## config.mk

```make
export PLATFORM = sky130hd
export DESIGN_NAME = her_dispatch
export DESIGN_NICKNAME = d
export VERILOG_FILES = /design/src/verilog/mpq_pkg.sv /design/src/verilog/her_dispatch.sv
export SDC_FILE = /design/constraint.sdc
export NUM_CORES = 1
export LEC_CHECK = 0
export BUFFER_PORTS_ARGS = -buffer_cell sky130_fd_sc_hd__buf_2
export CORE_AREA = 2 2 72 74
export DETAILED_ROUTE_END_ITERATION = 12
export DIE_AREA = 0 0 74 76
export PLACE_DENSITY = 0.47
export REMOVE_ABC_BUFFERS = 1
export SLEW_MARGIN = 20
export SYNTH_ARGS = -nofsm -noshare
export SYNTH_HDL_FRONTEND = slang
export SYNTH_SLANG_ARGS = --single-unit
```

## constraint.sdc

```tcl
create_clock -name vclk -period 1.3
set_clock_uncertainty 0.2 [all_clocks]
set_input_delay 0.195 -clock vclk [all_inputs]
set_output_delay 0.195 -clock vclk [all_outputs]
set_load 0.02 [all_outputs]
```

## src/verilog/mpq_pkg.sv

```systemverilog
/* mpq engine package: field widths, packet and header-event records,
   handler kind and queue state enums, handler task and slice request */
package mpq_pkg;

    localparam int ADDR_W  = 32;
    localparam int SIZE_W  = 16;
    localparam int MSGID_W = 8;

    typedef struct packed {
        logic [ADDR_W-1:0] pkt_addr;
        logic [SIZE_W-1:0] pkt_size;
    } pkt_t;

    // handler addresses are only taken from the first her of a message
    typedef struct packed {
        logic [MSGID_W-1:0] msgid;
        logic               eom;
        pkt_t               pkt;
        logic [ADDR_W-1:0]  hh_addr;
        logic [ADDR_W-1:0]  ph_addr;
        logic [ADDR_W-1:0]  th_addr;
    } her_t;

    typedef enum logic [1:0] {
        HDR,
        PAY,
        CMP
    } handler_kind_e;

    typedef struct packed {
        logic [MSGID_W-1:0] msgid;
        handler_kind_e      kind;
        logic [ADDR_W-1:0]  handler_addr;
        pkt_t               pkt;
    } task_t;

    typedef enum logic [2:0] {
        FREE,
        HEADER,
        HEADER_RUN,
        PAYLOAD,
        DRAINING,
        COMPLETION,
        COMPLETION_RUN
    } mpq_state_e;

    // task offered by one queue to the scheduler
    typedef struct packed {
        logic  valid;
        task_t tsk;
    } slice_req_t;

endpackage

```

## src/verilog/her_dispatch.sv

```systemverilog
/* her and feedback dispatch: queue index decode, her ready gating,
   one-hot push and feedback strobes */
module her_dispatch import mpq_pkg::*; #(
    parameter int NUM_MPQ = 8
) (
    input  logic               her_valid_i,
    input  her_t               her_i,
    output logic               her_ready_o,
    input  logic               feedback_valid_i,
    input  logic [MSGID_W-1:0] feedback_msgid_i,
    input  logic [NUM_MPQ-1:0] full_i,
    output logic [NUM_MPQ-1:0] push_o,
    output logic [NUM_MPQ-1:0] feedback_o
);

    localparam int IDX_W = (NUM_MPQ > 1) ? $clog2(NUM_MPQ) : 1;

    logic [IDX_W-1:0] her_idx;
    logic [IDX_W-1:0] fb_idx;

    // low msgid bits pick the queue
    assign her_idx = her_i.msgid[IDX_W-1:0];
    assign fb_idx  = feedback_msgid_i[IDX_W-1:0];

    // only the addressed queue's fifo matters, valid is not looked at
    assign her_ready_o = !full_i[her_idx];

    always_comb begin
        push_o     = '0;
        feedback_o = '0;
        if (her_valid_i && her_ready_o) begin
            push_o[her_idx] = 1'b1;
        end
        // feedback is always taken
        if (feedback_valid_i) begin
            feedback_o[fb_idx] = 1'b1;
        end
    end

endmodule

```

# Word level (Yosys, flattened, before mapping)

Cells that the tools add are included.

Muxes and demuxes: 8
Reductions and logical operators: 4
Magnitude comparators: 4

Operator list:

| kind                                                               | count |
|---|---|
| 2-to-1 mux 8 bit                                                   | 2 |
| less-than comparator 3 x 4 -> 1 bit (second input constant)        | 2 |
| demux 1 bit (select 3 bit)                                         | 2 |
| greater-or-equal comparator 3 x 1 -> 1 bit (second input constant) | 2 |
| binary-select mux 1 bit (select 3 bit)                             | 1 |
| logical AND 1 bit                                                  | 3 |
| 2-to-1 mux 1 bit                                                   | 3 |
| logical NOT 1 bit                                                  | 1 |

Register bits after elaboration: 0
Output and inout port bits: 17
Logic and storage cells: 16
Input port bits: 171

# Logic depth before layout (Yosys ltp)

Depth after elaboration: 5
Gate-level depth with buffers: 4
Depth with buffers taken out: 3

# Worst setup path before layout

No wires, ideal clock.

Kind: input to output
Start point: input her_i[146] (netlist name)
End point: output her_ready_o
Arrival: 1.110 ns
Path buffers: 1
Cell stages on the path: 4
Slack: -0.205 ns
Cells stage by stage: buf_6 -> mux2i_1 -> o32ai_1 -> a211oi_1

Word-level cells in the longest chain between the ends: 3

Ends and longest elaborated chain:

| element                                | line               | RTL |
|---|---|---|
| from (decl)                            | her_dispatch.sv:7  | `input her_t her_i,` |
| binary-select mux 1 bit (select 3 bit) | her_dispatch.sv:26 | `assign her_ready_o = !full_i[her_idx];` |
| 2-to-1 mux 1 bit (implied by the code) | her_dispatch.sv:26 |  |
| logical NOT 1 bit                      | her_dispatch.sv:26 |  |
| to (decl)                              | her_dispatch.sv:8  | `output logic her_ready_o,` |

Every way passes these cells. The select of a mux whose other input is x is not followed.

# Worst setup path after layout

Start point: input her_i[147] (netlist name)
End point: output her_ready_o

Same word-level chain as after synthesis.

==> out/qor.csv <==
stage,metric,value,unit
sta,relative slew slack,0.8350,
power,total power,0.1820,mW
synthesis,Mapped Cells,39,
critical_path,crit-path cells,buf_8 > or3b_4 > a21oi_2 > a211oi_2 > buf_4,
cells_and_area,Area Growth Syn to Fin,205.2,%
synthesis,largest family of logic cells by synthesized area,simple AND/OR/NAND/NOR gates,
global_routing,total grt overflow,0,
floorplanning,boundary pin count,188,
status,failing checks,setup timing,
placement,I/O Buffers,33,
sta,Least-Margin Pin Slew,0.2475,ns
power,pwr dens,273.9,nW/um^2
synthesis,"count leader, synth",nor3_1,
status,outcome,"finished, violations left",
synthesis,Yosys top cell area share,0.1839,
floorplanning,die height,76,um
critical_path,Critical Path Fanout Max,6,
detailed_routing,Initial DRC Count,1,
synthesis,area share of xor/xnor cells in the synthesized design,0,
sta,minimum clock period,1.440,ns
critical_path,kind of start point of the critical path,primary input,
cells_and_area,Finished Cell Area,664.4,sq um
sta,Max Freq,0.6943,GHz
detailed_routing,Post-DRT Antenna Nets,0,
power,worst IR drop on VDD,0.00009660,V
placement,DP Area,506.7,sq um
detailed_routing,via count,441,
run,# Max-Cap Violations,0,
critical_path,Worst Path Required,0.90,ns
placement,placed wire-length estimate,777.1,um
floorplanning,Core Rows,26,
synthesis,post-synth top area cell,nor3_1,
floorplanning,Starting Density,0.04432,
synthesis,Compound-Gate Fraction of Synth Area,0.1207,
critical_path,CP Class,primary input to output port,
critical_path,CP max-delay cell,or3b_4,
synthesis,Yosys cell types,16,
cells_and_area,FF/Latch Area,0,sq um
cells_and_area,Nets,252,
critical_path,Levels on crit path,5,
sta,setup tns final,-0.2056,ns
sta,max-slew violations,0,
synthesis,most area-consuming cells after synthesis,"nor3_1 18%, nand2b_1 14%, nor2_1 10%, mux2i_1 9.2%, nand2_1 8.6%",
cells_and_area,final sequential cell count,0,
critical_path,worst path buffer plus inverter count,2,
sta,setup ws final,-0.1404,ns
cells_and_area,CLK BUF,0,
cells_and_area,n_diodes,0,
detailed_routing,DRC violations left,0,
global_routing,first-pass GRT wire length,1.469,mm
floorplanning,Core Region,4912,sq um
power,Static Leak,0.2989,nW
hold_path,hold path cells,3,
global_routing,total track usage,0.02966,
synthesis,Avg Inst Size Synth,5.582,sq um
global_routing,initial antenna violation count,0,
placement,RD Place Congestion,0.6593,
critical_path,CP Capture Type,output port,
synthesis,Ys Warns,0,
sta,final setup fails,3,
critical_path,Worst Path Arrival,1.05,ns
synthesis,Simple-Gate Fraction of Synth Area,0.6954,
synthesis,post-synthesis adder-cell area fraction,0,
detailed_routing,Vias per Instance,2.960,
hold_path,worst hold path type,primary input to output port,
sta,unrepaired setup endpoints after global routing,true,
floorplanning,Die Footprint,5624,sq um
detailed_routing,final WL,1.111,mm
sta,crit share post-route,1.108,
global_routing,vias in the first global route,375,
global_routing,largest net degree at the start of global routing,9,
detailed_routing,WL/cell,7.456,um
sta,final hold vios,0,
cells_and_area,layout cell share with drive strength beyond 1,0.7215,
synthesis,most frequent cells after synthesis,"8 x nor3_1, 6 x nor2_1, 5 x nand2_1, 5 x nand2b_1",
synthesis,mapped cell area,217.7,sq um
critical_path,"Largest delay share family, worst path",simple AND/OR/NAND/NOR gates,
detailed_routing,TritonRoute pass-1 iters,3,
floorplanning,die width,74,um
synthesis,register area share after synthesis,0,
synthesis,mux cell area share after synthesis,0.09195,
critical_path,max incr delay on CP,0.38,ns
-- cell families after synthesis --
| family | Yosys count |
|---|---|
| AND/OR/NAND/NOR | 30 |
| AO/OA/AOI/OAI | 4 |
| buffers and inverters | 3 |
| multiplexers | 2 |
-- path summary, 6_finish.rpt --
check,slack [ns],startpoint,end
max,-0.14,her_i[147],her_ready_o
min,0.46,full_i[0],push_o[0]
-- cell usage in the layout (no fill, tap or decap), types with 2 or more instances in the layout --
master     n
buf_6      3
nor3_2     2
nand3_1    2
nand2_1    3
nor2_1     6
buf_4     13
nor3_1     5
buf_2     24
mux2i_2    2
nand2b_1   4
-- power by group --
part	internal (mW)	total [mW]	switching, mW
Clock	0	0	0
Sequential	0	0	0
Combinational	0.0900	0.182	0.0920
Total	0.0900	0.182	0.0920
-- repair_timing --
action	CTS	global route
pin swaps	6	4
buffers inserted	0	2
hold buffers	0	0
endpoints found under the setup margin	7	8
gates resized for setup	16	21
-- routing by layer --
| layer | track usage | vias up | share of wire | wire length [um] |
|---|---|---|---|---|
| met3 | 0.001323 | 0 | 0.091 | 101 |
| met2 | 0.06607 | 31 | 0.57 | 630 |
| met1 | 0.02958 | 190 | 0.34 | 378 |
| met5 | 0 | - | 0 | 0 |
| met4 | 0 | 0 | 0 | 0 |
| li1 | - | 220 | - | - |
-- per-stage QoR --
stage	instances	hold WS (ns)	utilization	setup WS (ns)
floorplan	37	0.2724	-	-0.1019
global placement	147	0.4634	0.1032	-0.1898
detailed placement	147	0.4640	0.1032	-0.1850
CTS	147	0.4658	0.1141	-0.1172
global route	149	0.4723	0.1353	-0.1686
finish	149	0.4625	0.1353	-0.1404
-- layout make-up --
type | count | area (sq um)
well taps | 70 | 87.58
multi-input cells | 36 | 284.0
inverters | 1 | 6.256
repair buffers | 42 | 286.5
fillers | 574 | 4248
Note: power is estimated with default switching activity, not from simulation.
