===== src/verilog/mpq_pkg.sv =====
/* mpq engine package: field widths, packet and header-event records,
   handler kind and queue state enums, handler task and slice request */
package mpq_pkg;

    localparam int ADDR_W  = 32;
    localparam int SIZE_W  = 16;
    localparam int MSGID_W = 8;

    typedef struct packed {
        logic [ADDR_W-1:0] pkt_addr;
        logic [SIZE_W-1:0] pkt_size;
    } pkt_t;

    // handler addresses are only taken from the first her of a message
    typedef struct packed {
        logic [MSGID_W-1:0] msgid;
        logic               eom;
        pkt_t               pkt;
        logic [ADDR_W-1:0]  hh_addr;
        logic [ADDR_W-1:0]  ph_addr;
        logic [ADDR_W-1:0]  th_addr;
    } her_t;

    typedef enum logic [1:0] {
        HDR,
        PAY,
        CMP
    } handler_kind_e;

    typedef struct packed {
        logic [MSGID_W-1:0] msgid;
        handler_kind_e      kind;
        logic [ADDR_W-1:0]  handler_addr;
        pkt_t               pkt;
    } task_t;

    typedef enum logic [2:0] {
        FREE,
        HEADER,
        HEADER_RUN,
        PAYLOAD,
        DRAINING,
        COMPLETION,
        COMPLETION_RUN
    } mpq_state_e;

    // task offered by one queue to the scheduler
    typedef struct packed {
        logic  valid;
        task_t tsk;
    } slice_req_t;

endpackage


===== src/verilog/mpq_slice.sv =====
/* one message queue: packet fifo, handler metadata, length and in-flight
   counters, eom tracking and the header/payload/completion FSM */
module mpq_slice import mpq_pkg::*; #(
    parameter int FIFO_DEPTH = 4
) (
    input  logic       clk_i,
    input  logic       rst_ni,
    input  logic       push_i,
    input  her_t       her_i,
    input  logic       feedback_i,
    input  logic       grant_i,
    output logic       full_o,
    output slice_req_t req_o
);

    localparam int PTR_W = (FIFO_DEPTH > 1) ? $clog2(FIFO_DEPTH) : 1;
    localparam int LEN_W = $clog2(FIFO_DEPTH + 1);
    localparam int IFL_W = 8;

    mpq_state_e       state_q, state_d;
    pkt_t             fifo_mem [FIFO_DEPTH];
    logic [PTR_W-1:0] wr_ptr_q, rd_ptr_q;
    logic [LEN_W-1:0] length_q, length_d;
    logic [IFL_W-1:0] inflight_q, inflight_d;
    logic             eom_seen_q, eom_seen_d;
    logic             pop;
    logic             empty;

    // metadata of the message that owns the queue
    logic [MSGID_W-1:0] msgid_q;
    logic [ADDR_W-1:0]  hh_addr_q, ph_addr_q, th_addr_q;

    function automatic logic [PTR_W-1:0] ptr_inc(logic [PTR_W-1:0] ptr);
        return (ptr == PTR_W'(FIFO_DEPTH - 1)) ? '0 : ptr + 1'b1;
    endfunction

    assign empty  = (length_q == '0);
    assign full_o = (length_q == LEN_W'(FIFO_DEPTH));
    // header tasks leave the head packet in place
    assign pop    = grant_i && (state_q == PAYLOAD);

    always_comb begin
        length_d = length_q;
        if (push_i && !pop) begin
            length_d = length_q + 1'b1;
        end else if (pop && !push_i) begin
            length_d = length_q - 1'b1;
        end
    end

    always_comb begin
        inflight_d = inflight_q;
        if (grant_i && !feedback_i) begin
            inflight_d = inflight_q + 1'b1;
        end else if (feedback_i && !grant_i) begin
            inflight_d = inflight_q - 1'b1;
        end
    end

    always_comb begin
        state_d = state_q;
        case (state_q)
            FREE: begin
                if (push_i) begin
                    state_d = (her_i.hh_addr != '0) ? HEADER : PAYLOAD;
                end
            end
            HEADER: begin
                if (grant_i) begin
                    state_d = HEADER_RUN;
                end
            end
            HEADER_RUN: begin
                if (feedback_i) begin
                    state_d = PAYLOAD;
                end
            end
            PAYLOAD: begin
                // last packet of the message leaves the fifo
                if (pop && eom_seen_q && length_q == LEN_W'(1)) begin
                    state_d = DRAINING;
                end
            end
            DRAINING: begin
                if (feedback_i && inflight_d == '0) begin
                    state_d = (th_addr_q != '0) ? COMPLETION : FREE;
                end
            end
            COMPLETION: begin
                if (grant_i) begin
                    state_d = COMPLETION_RUN;
                end
            end
            COMPLETION_RUN: begin
                if (feedback_i) begin
                    state_d = FREE;
                end
            end
            default: state_d = FREE;
        endcase
    end

    always_comb begin
        eom_seen_d = eom_seen_q;
        if (push_i && her_i.eom) begin
            eom_seen_d = 1'b1;
        end
        if (state_d == FREE) begin
            eom_seen_d = 1'b0;
        end
    end

    always_ff @(posedge clk_i or negedge rst_ni) begin
        if (!rst_ni) begin
            state_q    <= FREE;
            wr_ptr_q   <= '0;
            rd_ptr_q   <= '0;
            length_q   <= '0;
            inflight_q <= '0;
            eom_seen_q <= 1'b0;
        end else begin
            state_q    <= state_d;
            length_q   <= length_d;
            inflight_q <= inflight_d;
            eom_seen_q <= eom_seen_d;
            if (push_i) begin
                wr_ptr_q <= ptr_inc(wr_ptr_q);
            end
            if (pop) begin
                rd_ptr_q <= ptr_inc(rd_ptr_q);
            end
        end
    end

    always_ff @(posedge clk_i) begin
        if (push_i) begin
            fifo_mem[wr_ptr_q] <= her_i.pkt;
        end
        // first her of a message carries the handlers
        if (push_i && state_q == FREE) begin
            msgid_q   <= her_i.msgid;
            hh_addr_q <= her_i.hh_addr;
            ph_addr_q <= her_i.ph_addr;
            th_addr_q <= her_i.th_addr;
        end
    end

    always_comb begin
        req_o           = '0;
        req_o.tsk.msgid = msgid_q;
        case (state_q)
            HEADER: begin
                req_o.valid            = !empty;
                req_o.tsk.kind         = HDR;
                req_o.tsk.handler_addr = hh_addr_q;
                req_o.tsk.pkt          = fifo_mem[rd_ptr_q];
            end
            PAYLOAD: begin
                req_o.valid            = !empty;
                req_o.tsk.kind         = PAY;
                req_o.tsk.handler_addr = ph_addr_q;
                req_o.tsk.pkt          = fifo_mem[rd_ptr_q];
            end
            COMPLETION: begin
                // completion runs without a packet
                req_o.valid            = 1'b1;
                req_o.tsk.kind         = CMP;
                req_o.tsk.handler_addr = th_addr_q;
            end
            default: begin
            end
        endcase
    end

endmodule


===== config.mk =====
export PLATFORM = sky130hd
export DESIGN_NAME = mpq_slice
export DESIGN_NICKNAME = d
export VERILOG_FILES = /design/src/verilog/mpq_pkg.sv /design/src/verilog/mpq_slice.sv
export SDC_FILE = /design/constraint.sdc
export NUM_CORES = 1
export LEC_CHECK = 0
export ABC_CLOCK_PERIOD_IN_PS = 14900
export BUFFER_PORTS_ARGS = -buffer_cell sky130_fd_sc_hd__buf_2
export CORE_MARGIN = 3
export CORE_UTILIZATION = 39
export CTS_BUF_LIST = sky130_fd_sc_hd__clkbuf_8
export DETAILED_ROUTE_END_ITERATION = 12
export GPL_TIMING_DRIVEN = 1
export SYNTH_ARGS = -nofsm -noshare
export SYNTH_HDL_FRONTEND = slang
export SYNTH_SLANG_ARGS = --single-unit

===== constraint.sdc =====
create_clock -name clk_i -period 14.9 [get_ports clk_i]
set_clock_uncertainty 0.15 [all_clocks]
set_input_delay 1.49 -clock clk_i [delete_from_list [all_inputs] [get_ports clk_i]]
set_output_delay 1.49 -clock clk_i [all_outputs]
set_load 0.02 [all_outputs]

; Word-level counts from Yosys, hierarchy flattened
; Memories as Yosys holds them, arrays and structs flattened.
; Index checks and enable logic that the tools add are counted.
[word_totals]
input_bits = 158
regBits = 123
ramBits = 192
out_inout_bits = 92
n_memories = 1
word_cells = 74
[mem_list]
columns = memory, depth, width, read_ports, rd_clocked_by_memory_dff, wr, line
row1 = fifo_mem, 4, 48, 1, 0, 1, mpq_slice.sv:21  ; pkt_t fifo_mem [FIFO_DEPTH];
[op_classes]
reduce_logical = 24
eq_ne = 10
add_sub_neg = 6
n_mux = 23
[ops]
columns = cell, n
row1 = one-hot mux 34 bit (3 select lines), 1
row2 = nonzero test 32 bit, 2
row3 = 2-to-1 mux 48 bit, 1
row4 = 2-to-1 mux 3 bit, 10
row5 = one-hot mux 3 bit (7 select lines), 1
row6 = 2-to-1 mux 8 bit, 2
row7 = "== test 3 bit, second input constant", 4
row8 = logical AND 1 bit, 10
row9 = zero test 3 bit, 3
row10 = "adder 8 x 1 -> 8 bit, second input constant", 1
row11 = zero test 8 bit, 1
row12 = "subtractor 8 x 1 -> 8 bit, second input constant", 1
row13 = "== test 3 x 1 -> 1 bit, second input constant", 2
row14 = "== test 3 x 2 -> 1 bit, second input constant", 2
row15 = 2-to-1 mux 2 bit, 3
row16 = zero test 1 bit, 5
row17 = "adder 2 x 1 -> 2 bit, second input constant", 2
row18 = "== test 2 bit, second input constant", 2
row19 = 2-to-1 mux 1 bit, 4
row20 = nonzero test 2 bit, 2
row21 = "adder 3 x 1 -> 3 bit, second input constant", 1
row22 = "subtractor 3 x 1 -> 3 bit, second input constant", 1
row23 = one-hot mux 1 bit (2 select lines), 1
row24 = OR reduction 2 bit, 1

; Logic depth before layout (Yosys ltp)
[depth]
ltp_word = 10
mapped_depth = 8
ltp_nobuf = 8

; Least setup slack after synthesis
; Ideal clock, no wire load.
[synth_path]
path_type = input-to-reg
startpoint = input port push_i
endpoint = register eom_seen_q
t_arrival_ns = 13.281
setup_ns = 0.108
slack_ns = 1.361
path_stages = 3
path_cell_list = nor4b_1 > a41oi_1 > a31oi_1
[synth_via]
elab_chain_cells = 4
word_cells_on_any_way = 6
cone_classes = mux (3) / reduce/logical (3)
[synth_lines]
columns = item, line
row1 = "start, declared", mpq_slice.sv:8  ; input logic push_i,
row2 = 2-to-1 mux 3 bit, mpq_slice.sv:64  ; if (push_i) begin
row3 = one-hot mux 3 bit (7 select lines), mpq_slice.sv:62  ; case (state_q)
row4 = zero test 3 bit, mpq_slice.sv:108  ; if (state_d == FREE) begin
row5 = 2-to-1 mux 1 bit / nonzero test 2 bit (equally long branches), --
row6 = "end signal, assigned", mpq_slice.sv:125  ; eom_seen_q <= eom_seen_d;
row7 = "end, declared", mpq_slice.sv:25  ; logic eom_seen_q, eom_seen_d;
; Parallel ways exist; a longest one is shown, timed or not.
; A chain may end at the register's enable or synchronous reset.

==> impl_metrics.py <==
metrics = {
    "cts": {
        "path_clk_slew_ns": 0.05,
        "cts_root_buf": "clkbuf_8",
        "post_cts_buffers": 0,
        "cts-resized-gates": 0,
        "cts_tree": "yes",
        "cts.htree.levels": 2,
        "clock_path_buffers": 3,
        "clock-sinks": 315,
        "cts_hold_buf": 0,
        "cts_made_buffers": 53,
        "clock_latency_ns": 0.58,
    },
    "min_path": {
        "hp-class": "register to register",
        "min-delay-start": "length_q[1]$_DFFE_PN0P_",
    },
    "synthesis": {
        "yosysTopAreaCellShare_pct": 70.4,
        "ys_warn_count": 0,
        "ys_seq_area_share_pct": 74.2,
        "synth-edff-count": 296,
        "synth_area_per_cell_um2": 17.6,
        "syn_nets": 889,
        "synthDistinctLibCells": 53,
        "synth_area_leaders": "edfxtp_1 (70%), mux4_2 (8.6%), dfrtp_1 (3.8%)",
        "yosys.area.top_type": "edfxtp_1",
        "synthArstFlopShare_pct": 6.03,
        "synthFlopType": "edfxtp_1",
        "synth_area_um2": 12600,
        "synth_seq_cells": 315,
        "synthCells": 719,
    },
    "sta": {
        "period_share_pct": 29.0,
        "final-setup-viol-count": 0,
        "tightest_slew_ns": 1.12,
        "tns_ns": 0,
        "maxSlewHeadroom_pct": 25.1,
        "hold_violations": 0,
        "slew_viol_final": 0,
        "grt_setup_unrepaired": "no",
        "post-route-min-period_ns": 4.32,
        "max_freq_mhz": 232,
    },
    "grt": {
        "overflow": 0,
        "grt_max_degree": 87,
        "antenna_found_initial": 5,
        "grt.total_usage_pct": 16.3,
        "grt_pass1_wl_um": 42900,
        "grt_pass1_vias": 7531,
    },
    "floorplanning": {
        "ios": 250,
        "initial_utilization_pct": 39.8,
        "rows": 65,
        "die_y_um": 186,
        "dieArea_um2": 34600,
        "dieWidth_um": 186,
        "placeableCoreArea_um2": 31700,
    },
    "place": {
        "portBuffers": 249,
        "dp_hpwl_um": 17800,
        "place_congestion": 0.783,
        "dp.cells": 1343,
    },
    "power_and_ir_drop": {
        "power.density_nw_per_um2": 189,
        "power.leakage_uw": 0.00594,
        "vdd_ir_drop_max_uv": 99.0,
    },
    "critical_path": {
        "ff2ff_path_depth": 6,
        "startpoint": "rd_ptr_q[0]$_DFFE_PN0P_",
        "worstPathRequired_ns": 13.26,
        "crit_end": "req_o[35]",
        "endpoint_kind": "output pin",
        "regToRegSetupSlack_ns": 11.95,
        "crit_fanout": 51,
        "critPathKind": "register to output pin",
        "r2r_end": "eom_seen_q$_DFFE_PN0P_",
        "cp.arrival_ns": 2.68,
        "r2r_start": "state_q[0]$_DFF_PN0_",
        "start_kind": "register",
    },
    "layout": {
        "instances_no_fill": 1444,
        "syn2layout_area_growth_pct": 21.1,
        "fill_cells": 2776,
        "layout_common_cells": "edfxtp_1 (296), buf_2 (249), nor2_1 (77)",
        "layout_commonest_cell": "edfxtp_1",
        "nets": 1166,
        "drive_gt1_share_pct": 38.0,
        "seq_area_um2": 9370,
        "multi_input_area_um2": 3030,
    },
    "run": {
        "max_cap_violations": 0,
    },
    "outcome": {
        "status": "finished clean",
    },
    "routing": {
        "vias_per_cell": 5.05,
        "dr.pass1.iters": 5,
        "wl_per_cell_um": 19.9,
        "vias": 7297,
        "antenna_left": 0,
        "first_iter_violations": 432,
        "drc": 0,
        "drt_wl_total_um": 28800,
    },
}
-- per-layer routing --
layer | track usage (%) | up-vias | routed length [µm]
met5 | 0 | - | 22
met4 | 5.18 | 4 | 527
met3 | 3.65 | 45 | 1590
met2 | 27.0 | 174 | 14700
met1 | 21.5 | 3674 | 11900
li1 | - | 3400 | -
-- state kept, by name, summed over array words and instances (netlist names) --
| name | flops |
|---|---|
| ph_addr_q | 32 |
| th_addr_q | 32 |
| hh_addr_q | 32 |
| inflight_q | 8 |
| rd_ptr_q | 2 |
| eom_seen_q | 1 |
| wr_ptr_q | 2 |
| length_q | 3 |
| state_q | 3 |
| msgid_q | 8 |
| fifo_mem | 192 |
-- report_power, final --
group          leakage [µW]  internal [µW]  switching [µW]
combinational       0.00244            388             567
sequential          0.00293           1130             101
clock              0.000568            362             339
-- metrics by stage --
stage	setup WS (ns)	hold slack (ns)	area, µm²	power [µW]	utilization, %
3_3_place_gp	11.07	0.348	14300	2220	45.1
6_report	10.58	0.369	15300	2890	48.2
4_1_cts	10.46	0.375	15300	2940	48.2
5_1_grt	10.34	0.421	15300	3070	48.2
2_1_floorplan	1.36	0.325	12600	1920	-
3_5_place_dp	11.04	0.362	14300	2230	45.1
-- cell usage after synthesis, drive strengths merged (8+ instances only) --
cell type,n
clkbuf,28
nor2,78
dfrtp,19
a21oi,35
inv,14
buf,12
and3,49
mux2i,34
nor4,16
edfxtp,296
and2,8
mux4,48
ha,12
-- layout make-up --
class | instances | area share, %
flip-flops and latches | 315 | 61.3
clock buffers | 55 | 4.95
clock inverters | 43 | 1.43
repair buffers | 262 | 8.79
inverters | 15 | 0.368
diodes | 3 | 0.0491
multi-input cells | 349 | 19.8
well taps | 402 | 3.29
-- critical path, cell delays in order, from the launching register on --
cell and delay [ns]:
dfrtp_4 1.11, mux4_2 0.61, and3_1 0.21, buf_2 0.16
-- worst min-delay path by stage --
stage          cells past startpoint                 endpoint  slack [ns]
2_1_floorplan                      2  length_q[1]$_DFFE_PN0P_        0.33
3_3_place_gp                       2  length_q[1]$_DFFE_PN0P_        0.35
3_5_place_dp                       2  inflight_q[7]$_DFF_PN0_        0.36
4_1_cts                            2  length_q[1]$_DFFE_PN0P_        0.37
5_1_grt                            2  length_q[1]$_DFFE_PN0P_        0.42
6_report                           2  length_q[1]$_DFFE_PN0P_        0.37
-- cell families (layout without fill, tap and decap cells) --
kind of cell / after synthesis / count (layout) / synth area share, %
flops: 315 / 315 / 74.2
simple gates: 185 / 185 / 7.70
mux: 83 / 83 / 11.4
compound gates: 61 / 61 / 3.07
buf+inv: 55 / 375 / 1.93
fa+ha+maj: 12 / 12 / 1.19
xor+xnor: 8 / 8 / 0.555
other cells: 0 / 3 / 0
Power figures use the tool's default switching activity.
